==> src/hdl/audio_pkg.sv <==
`default_nettype none

package audio_pkg;

	// Sample resolution
	localparam int SAMPLE_W = 8;

	typedef logic [SAMPLE_W-1:0] sample_t;

	// Sample buffer
	localparam int FIFO_DEPTH = 8;
	localparam int FIFO_AW    = 3;

	// One PWM period covers every sample value
	localparam int PWM_PERIOD = 2 ** SAMPLE_W;

endpackage

`default_nettype wire

==> src/hdl/tft_pkg.sv <==
`default_nettype none

package tft_pkg;

	// Visible area
	localparam int H_ACTIVE = 480;
	localparam int V_ACTIVE = 272;

	// Porches and sync widths
	localparam int H_BACK  = 40;
	localparam int V_BACK  = 10;
	localparam int H_SYNC  = 1;
	localparam int V_SYNC  = 1;
	localparam int H_FRONT = 1;
	localparam int V_FRONT = 1;

	// Full line and frame lengths
	localparam int H_TOTAL = H_SYNC + H_BACK + H_ACTIVE + H_FRONT;
	localparam int V_TOTAL = V_SYNC + V_BACK + V_ACTIVE + V_FRONT;

	// First active pixel and line, counted from the sync start
	localparam int H_START = H_SYNC + H_BACK;
	localparam int V_START = V_SYNC + V_BACK;

	localparam int COORD_W = 9;

	// Scan position from the timing generator
	typedef struct packed {
		logic [COORD_W-1:0] x;
		logic [COORD_W-1:0] y;
		logic               de;
		logic               hsync;
		logic               vsync;
	} tft_pos_t;

	// Panel outputs
	typedef struct packed {
		logic [23:0] rgb;
		logic        de;
		logic        hsync;
		logic        vsync;
		logic        disp;
	} tft_out_t;

endpackage

`default_nettype wire

==> src/hdl/apu_pwm.sv <==
`timescale 1ns/100ps
`default_nettype none

module apu_pwm (
	input  logic               clk,
	input  logic               arst_n,
	input  logic               audio_en,
	input  logic               empty,
	input  audio_pkg::sample_t rdata,
	output logic               pop,
	output logic               aout
);
	import audio_pkg::*;

	sample_t cnt;
	sample_t cmp;
	logic    period_end;

	assign period_end = cnt == SAMPLE_W'(PWM_PERIOD - 1);

	// Take the next sample in the last cycle of the period
	assign pop = audio_en && period_end && !empty;

	always_ff @(posedge clk or negedge arst_n) begin
		if (!arst_n) begin
			cnt  <= '0;
			cmp  <= '0;
			aout <= 1'b0;
		end else if (!audio_en) begin
			cnt  <= '0;
			cmp  <= '0;
			aout <= 1'b0;
		end else begin
			cnt  <= cnt + 1'b1;
			aout <= cnt < cmp;
			// Empty buffer keeps the previous duty cycle
			if (pop) begin
				cmp <= rdata;
			end
		end
	end

endmodule

`default_nettype wire

==> src/hdl/av_top.sv <==
`timescale 1ns/100ps
`default_nettype none

module av_top (
	input  logic               clk,
	input  logic               arst_n,
	input  logic               tft_en,
	input  logic               audio_en,
	input  audio_pkg::sample_t step,
	output tft_pkg::tft_out_t  tft,
	output logic               aout
);
	import tft_pkg::*;
	import audio_pkg::*;

	// Video chain
	tft_pos_t pos;

	// Audio chain
	logic    push;
	logic    full;
	logic    pop;
	logic    empty;
	sample_t wdata;
	sample_t rdata;

	tft_timing timing0 (
		.clk    (clk),
		.arst_n (arst_n),
		.tft_en (tft_en),
		.pos    (pos)
	);

	tft_pattern pattern0 (
		.clk    (clk),
		.arst_n (arst_n),
		.tft_en (tft_en),
		.pos    (pos),
		.tft    (tft)
	);

	tone_gen tone0 (
		.clk      (clk),
		.arst_n   (arst_n),
		.audio_en (audio_en),
		.step     (step),
		.full     (full),
		.push     (push),
		.wdata    (wdata)
	);

	sample_fifo fifo0 (
		.clk      (clk),
		.arst_n   (arst_n),
		.audio_en (audio_en),
		.push     (push),
		.wdata    (wdata),
		.full     (full),
		.pop      (pop),
		.empty    (empty),
		.rdata    (rdata)
	);

	apu_pwm pwm0 (
		.clk      (clk),
		.arst_n   (arst_n),
		.audio_en (audio_en),
		.empty    (empty),
		.rdata    (rdata),
		.pop      (pop),
		.aout     (aout)
	);

endmodule

`default_nettype wire

==> src/hdl/sample_fifo.sv <==
`timescale 1ns/100ps
`default_nettype none

module sample_fifo (
	input  logic               clk,
	input  logic               arst_n,
	input  logic               audio_en,
	input  logic               push,
	input  audio_pkg::sample_t wdata,
	output logic               full,
	input  logic               pop,
	output logic               empty,
	output audio_pkg::sample_t rdata
);
	import audio_pkg::*;

	sample_t            mem [FIFO_DEPTH];
	logic [FIFO_AW:0]   wr_ptr;
	logic [FIFO_AW:0]   rd_ptr;
	logic               wr_ok;
	logic               rd_ok;

	// Extra pointer bit tells full from empty
	assign empty = wr_ptr == rd_ptr;
	assign full  = (wr_ptr[FIFO_AW] != rd_ptr[FIFO_AW]) &&
		(wr_ptr[FIFO_AW-1:0] == rd_ptr[FIFO_AW-1:0]);

	assign wr_ok = audio_en && push && !full;
	assign rd_ok = audio_en && pop && !empty;

	// Head of the queue is always on rdata
	assign rdata = mem[rd_ptr[FIFO_AW-1:0]];

	always_ff @(posedge clk) begin
		if (wr_ok) begin
			mem[wr_ptr[FIFO_AW-1:0]] <= wdata;
		end
	end

	always_ff @(posedge clk or negedge arst_n) begin
		if (!arst_n) begin
			wr_ptr <= '0;
			rd_ptr <= '0;
		end else if (!audio_en) begin
			// Flush
			wr_ptr <= '0;
			rd_ptr <= '0;
		end else begin
			if (wr_ok) begin
				wr_ptr <= wr_ptr + 1'b1;
			end
			if (rd_ok) begin
				rd_ptr <= rd_ptr + 1'b1;
			end
		end
	end

endmodule

`default_nettype wire

==> src/hdl/tft_pattern.sv <==
`timescale 1ns/100ps
`default_nettype none

module tft_pattern (
	input  logic              clk,
	input  logic              arst_n,
	input  logic              tft_en,
	input  tft_pkg::tft_pos_t pos,
	output tft_pkg::tft_out_t tft
);
	import tft_pkg::*;

	logic [23:0] colour;

	// Border colours first, gradient inside
	always_comb begin
		colour = '0;
		if (pos.de) begin
			if (pos.x == '0) begin
				colour = 24'hff0000;
			end else if (pos.x == COORD_W'(H_ACTIVE - 1)) begin
				colour = 24'h00ff00;
			end else if (pos.y == '0) begin
				colour = 24'h0000ff;
			end else if (pos.y == COORD_W'(V_ACTIVE - 1)) begin
				colour = 24'hffff00;
			end else if (pos.x[8]) begin
				colour = {8'h00, pos.y[7:0], pos.x[7:0]};
			end else begin
				colour = {pos.x[7:0], pos.y[7:0], 8'h00};
			end
		end
	end

	// Colour and controls leave on the same edge
	always_ff @(posedge clk or negedge arst_n) begin
		if (!arst_n) begin
			tft <= '0;
		end else begin
			tft.rgb   <= colour;
			tft.de    <= pos.de;
			tft.hsync <= pos.hsync;
			tft.vsync <= pos.vsync;
			tft.disp  <= tft_en;
		end
	end

endmodule

`default_nettype wire

==> src/hdl/tft_timing.sv <==
`timescale 1ns/100ps
`default_nettype none

module tft_timing (
	input  logic              clk,
	input  logic              arst_n,
	input  logic              tft_en,
	output tft_pkg::tft_pos_t pos
);
	import tft_pkg::*;

	logic [$clog2(H_TOTAL)-1:0] hcount;
	logic [$clog2(V_TOTAL)-1:0] vcount;
	logic                       h_last;
	logic                       v_last;
	logic                       h_active;
	logic                       v_active;
	tft_pos_t                   pos_next;

	assign h_last = hcount == H_TOTAL - 1;
	assign v_last = vcount == V_TOTAL - 1;

	// Sync first, then back porch, active and front porch
	assign h_active = (hcount >= H_START) && (hcount < H_START + H_ACTIVE);
	assign v_active = (vcount >= V_START) && (vcount < V_START + V_ACTIVE);

	always_comb begin
		pos_next       = '0;
		pos_next.hsync = hcount < H_SYNC;
		pos_next.vsync = vcount < V_SYNC;
		pos_next.de    = h_active && v_active;
		if (h_active && v_active) begin
			// Coordinates relative to the first visible pixel
			pos_next.x = COORD_W'(hcount - H_START);
			pos_next.y = COORD_W'(vcount - V_START);
		end
	end

	always_ff @(posedge clk or negedge arst_n) begin
		if (!arst_n) begin
			hcount <= '0;
			vcount <= '0;
			pos    <= '0;
		end else if (!tft_en) begin
			// Panel off, hold at the frame start
			hcount <= '0;
			vcount <= '0;
			pos    <= '0;
		end else begin
			pos <= pos_next;
			if (h_last) begin
				hcount <= '0;
				if (v_last) begin
					vcount <= '0;
				end else begin
					vcount <= vcount + 1'b1;
				end
			end else begin
				hcount <= hcount + 1'b1;
			end
		end
	end

endmodule

`default_nettype wire

==> src/hdl/tone_gen.sv <==
`timescale 1ns/100ps
`default_nettype none

module tone_gen (
	input  logic               clk,
	input  logic               arst_n,
	input  logic               audio_en,
	input  audio_pkg::sample_t step,
	input  logic               full,
	output logic               push,
	output audio_pkg::sample_t wdata
);
	import audio_pkg::*;

	sample_t acc;

	// Offer a new sample whenever the buffer has room
	assign push  = audio_en && !full;
	assign wdata = acc + step;

	// Accumulator wraps, giving the sawtooth
	always_ff @(posedge clk or negedge arst_n) begin
		if (!arst_n) begin
			acc <= '0;
		end else if (!audio_en) begin
			acc <= '0;
		end else if (push) begin
			acc <= wdata;
		end
	end

endmodule

`default_nettype wire

==> config.mk <==
export PLATFORM = sky130hd
export DESIGN_NAME = av_top
export DESIGN_NICKNAME = d
export VERILOG_FILES = /design/src/hdl/audio_pkg.sv /design/src/hdl/tft_pkg.sv /design/src/hdl/apu_pwm.sv /design/src/hdl/av_top.sv /design/src/hdl/sample_fifo.sv /design/src/hdl/tft_pattern.sv /design/src/hdl/tft_timing.sv /design/src/hdl/tone_gen.sv
export SDC_FILE = /design/constraint.sdc
export NUM_CORES = 1
export LEC_CHECK = 0
export ABC_AREA = 0
export BUFFER_PORTS_ARGS = -buffer_cell sky130_fd_sc_hd__buf_2
export CAP_MARGIN = 25
export CORE_AREA = 2 2 120 122
export CTS_CLUSTER_DIAMETER = 50
export DETAILED_ROUTE_END_ITERATION = 10
export DIE_AREA = 0 0 122 124
export GPL_ROUTABILITY_DRIVEN = 0
export PLACE_DENSITY = 0.75
export SYNTH_ARGS = -nofsm -noshare
export SYNTH_HDL_FRONTEND = slang
export SYNTH_SLANG_ARGS = --single-unit
==> constraint.sdc <==
create_clock -name clk -period 2.3 [get_ports clk]
set_input_delay 0.23 -clock clk [delete_from_list [all_inputs] [get_ports clk]]
set_output_delay 0.23 -clock clk [all_outputs]
set_load 0.005 [all_outputs]
==> results summary <==
The share of the synthesized area in the top cell type is 0.338. The first-pass GRT wire length is 23900 µm. The nature of the critical path startpoint is a flip-flop. The number of instances in the synthesized netlist came out at 625. The number of enable flip-flop cells after synthesis came out at 64. The startpoint identified for the worst hold timing path is audio_en.

The growth of design area from synthesis to finish came out at 15.4%. The total number of H-tree levels came out at 4. After routing, the total negative slack on setup checks comes to 0 ns. The proportion of register bits with asynchronous set or reset after synthesis came out at 0.612. In the finished design, the share of the clock period the worst path needs comes to 0.967. For this run, the slowest stage of the critical path takes 0.51 ns. The most used flip-flop cell after synthesis is sky130_fd_sc_hd__dfrtp_1. The met3 usage is 0.0408. Setup violations remaining at the end of the flow were counted as 0. Yosys mapped the design onto 51 distinct sky130hd cell types. The leakage component of the power came out at 0.00369 µW. The worst hold path terminates at pwm0.cmp[4].

TritonCTS built the clock tree. The critical path crosses 6 cells after its start point. The number of setup buffers added after CTS came out at 0. The initial standard-cell utilization of the core came out at 0.545.

The fill cell instance count of the final layout is 1032. sky130_fd_sc_hd__dfrtp_1 takes more of the synthesized area than any other cell. The number of global-route vias before repair was 4938. The analysis attributes to net switching a power of 1640 µW. The transition time at the pin with the least slew margin is 0.719 ns. The peak supply drop came out at 0.000592 V. The core area came out at 13700 µm². Data on the critical path arrives at its endpoint at 2.51 ns. The average footprint of a synthesized cell came out at 12.0 µm². The depth of the worst hold-timing path came out at 3.

The wire-length estimate of the detail-placed layout is 10300 µm. The number of clock buffers added by TritonCTS is 17. The worst-skew pair later-pin latency is 0.42 ns. The met1 track utilization from global routing came out at 0.275.

The buffer levels on the longest clock path is 2. The repair_antennas step left the layout with diodes totalling 0. For this design, the slowest cell found on the critical path is sky130_fd_sc_hd__or4_1.

The largest net degree at the start of global routing is 66. The detail-routed via count per cell came out at 5.58. The initial detailed-routing violation count came out at 360. The overflow left after global routing is 0. For this run, the top clock speed supported by timing is 450 MHz. Of the total power, the clock network draws 0.395.

The die span in y came out at 124 µm. The length of the first detailed-routing pass in iterations is 5. In this run the most used layer during global routing was met2. The minimum setup slack among reg-to-reg paths is 0.08 ns. The post-synthesis instance area came out at 7480 µm². The critical path data required time came out at 2.59 ns.

The count of nets left with antenna violations once routing finished came out at 0. The category of cells accounting for the largest share of critical-path delay is simple AND/OR/NAND/NOR gates. Setup repair after global routing left no endpoint under its margin. The worst clock skew on the final layout is 0.00787 ns. The global routing met2 resource utilization came out at 0.343. The clock slew seen by the registers of the worst setup and hold paths is 0.06 ns. The horizontal extent of the die came out at 122 µm. In the post-synthesis netlist, the biggest area contributors are sky130_fd_sc_hd__dfrtp_1 (34%), sky130_fd_sc_hd__edfxtp_1 (26%), sky130_fd_sc_hd__mux4_2 (4.8%).

The relative slew slack is 0.517. The relative contribution of sequential cells to total power is 0.490. Synthesis inferred 165 register bits. In the synthesized netlist, the cells that appear most often are sky130_fd_sc_hd__dfrtp_1 (101), sky130_fd_sc_hd__edfxtp_1 (64), sky130_fd_sc_hd__nand2_1 (63), sky130_fd_sc_hd__nor2_1 (49), sky130_fd_sc_hd__o21ai_0 (28). The overall fraction of global-route tracks in use is 0.208. The clock drives 165 sinks. The buffer cell driving the clock tree root is sky130_fd_sc_hd__clkbuf_16. The flow ran to the end, and the final reports show no timing, DRC or antenna violations.

The number of max-slew violations in the final report is 0. The number of warnings reported in the yosys synthesis log came out at 0. The total wire length after detailed routing came out at 14800 µm. The number of DRC violations after detailed routing is 0. The max capacitance violation total came out at 0. By instance count, the leading cell after synthesis is sky130_fd_sc_hd__dfrtp_1. The worst min-delay path category is in -> reg. The number of nets in the final layout came out at 715. Input and output buffers added on the ports amount to 40. The total die area is 15100 µm².

Traced cell by cell, the critical path runs through or3_4 -> or4_1 -> buf_4 -> and2_1 -> o21ai_0 -> o31ai_1. The fraction of layout instances using a drive strength above 1 is 0.187. The number of cells on the worst reg-to-reg path came out at 6.

The power density of the placed cells is 817 nW/µm². The number of nets produced by synthesis came out at 659. The cell-internal power came out at 5410 µW. The count of buffer and inverter cells on the critical path came out at 1. The number of antenna violations at the first check in global routing is 0. The proportion of synthesized chip area in sequential cells is 0.595.

The floorplan row count came out at 43. The worst register-to-register path ends at timing0.vcount[3]. The count of boundary I/O pins is 41.

The number of vias in the routed layout is 4873. The combinational share of power is 0.115. The routed length per instance is 17.0 µm. The clock period minus final worst setup slack is 2.22 ns. The post-route total power came out at 7050 µW. The worst setup path is captured at a flip-flop. The proportion of total power due to net switching came out at 0.233. The startpoint identified for the worst register-to-register timing path is timing0.hcount[7].

The final number of hold-violating endpoints came out at 0. The highest net fanout along the worst path is 8. The critical path is of the reg -> reg type.
sequential cells by signal (all words and copies together) (netlist names):
name / flops
timing0.hcount: 10
fifo0.wr_ptr: 4
pwm0.aout: 1
fifo0.mem: 64
tone0.acc: 8
fifo0.rd_ptr: 4
timing0.vcount: 9
timing0.pos: 21
pattern0.tft: 28
pwm0.cnt: 8
pwm0.cmp: 8
repair_timing:
item | CTS | global route
hold buffers | 2 | 0
endpoints found under the hold margin | 37 | 0
resized for setup | 0 | 4
setup endpoints to repair | 0 | 20
placed cells by master (no fill, tap or decap), types with 4 or more instances in the layout:
master / instances
sky130_fd_sc_hd__a211oi_1: 4
sky130_fd_sc_hd__a21boi_0: 6
sky130_fd_sc_hd__a21o_1: 5
sky130_fd_sc_hd__a21oi_1: 26
sky130_fd_sc_hd__and2_1: 14
sky130_fd_sc_hd__and3_1: 7
sky130_fd_sc_hd__buf_2: 39
sky130_fd_sc_hd__buf_4: 27
sky130_fd_sc_hd__clkbuf_1: 4
sky130_fd_sc_hd__clkbuf_16: 20
sky130_fd_sc_hd__clkinv_2: 4
sky130_fd_sc_hd__dfrtp_1: 100
sky130_fd_sc_hd__edfxtp_1: 64
sky130_fd_sc_hd__ha_1: 21
sky130_fd_sc_hd__inv_1: 20
sky130_fd_sc_hd__mux2_2: 7
sky130_fd_sc_hd__mux4_2: 16
sky130_fd_sc_hd__nand2_1: 63
sky130_fd_sc_hd__nand2b_1: 18
sky130_fd_sc_hd__nand3_1: 19
sky130_fd_sc_hd__nand4_1: 4
sky130_fd_sc_hd__nor2_1: 48
sky130_fd_sc_hd__nor2b_1: 7
sky130_fd_sc_hd__nor3_1: 10
sky130_fd_sc_hd__nor4_1: 7
sky130_fd_sc_hd__o211ai_1: 4
sky130_fd_sc_hd__o21a_1: 18
sky130_fd_sc_hd__o21ai_0: 28
sky130_fd_sc_hd__or3_1: 6
sky130_fd_sc_hd__xnor2_1: 24
sky130_fd_sc_hd__xor2_1: 11
layout make-up:
cell class              instances  area [µm²]  share of cell area
flip-flops and latches        165        4450               0.516
clock inverters                 7        63.8             0.00740
inverters                      20        75.1             0.00870
multi-input cells             408        2850               0.330
well taps                     180         225              0.0261
clock buffers                  25         529              0.0613
repair buffers                 69         438              0.0508
power groups by stage:
stage / Sequential, µW / Combinational, µW / Clock [µW]
5_1_grt: 3470 / 910 / 2930
3_3_place_gp: 3500 / 728 / 0
4_1_cts: 3450 / 793 / 2820
2_1_floorplan: 3480 / 516 / 0
3_5_place_dp: 3510 / 788 / 0
6_report: 3460 / 812 / 2780
worst reg2reg max path, delay by kind of cell (launching register included):
family | cells | cell delay [ns]
AND/OR/NAND/NOR | 3 | 1.14
flip-flops | 1 | 0.44
AO/OA/AOI/OAI | 2 | 0.32
buffers and inverters | 1 | 0.18
cell families after synthesis:
logic type / after synthesis / share of synthesized area
simple gates: 220 / 0.147
flops: 165 / 0.595
compound gates: 104 / 0.0882
buf+inv: 52 / 0.0274
xor+xnor: 36 / 0.0422
mux: 26 / 0.0627
fa+ha+maj: 22 / 0.0378
worst max-delay path by stage:
stage                 startpoint           endpoint  slack (ns)
5_1_grt        timing0.hcount[7]  timing0.vcount[8]       0.003
2_1_floorplan    fifo0.rd_ptr[1]    fifo0.mem[4][0]        0.03
4_1_cts             tone0.acc[0]       tone0.acc[6]        0.04
6_report       timing0.hcount[7]  timing0.vcount[3]        0.08
3_3_place_gp        tone0.acc[0]       tone0.acc[6]        0.21
3_5_place_dp        tone0.acc[0]       tone0.acc[6]        0.01
routing by layer:
metal,up-vias,share of wire
met2,148,0.50
met4,0,0.016
met3,19,0.060
met5,-,0
met1,2383,0.43
li1,2323,-
metrics by stage:
stage	hold WS (ns)	utilization	instances	cell area (µm²)	setup slack (ns)
finish	0.194	0.629	874	8630	0.0770
global route	0.218	0.629	874	8630	0.00310
CTS	0.175	0.628	874	8610	0.0421
detailed placement	0.215	0.583	840	8000	0.0127
global placement	0.204	0.583	840	8000	0.208
floorplan	-0.0656	-	625	7480	0.0346
Power figures use the tool's default switching activity.
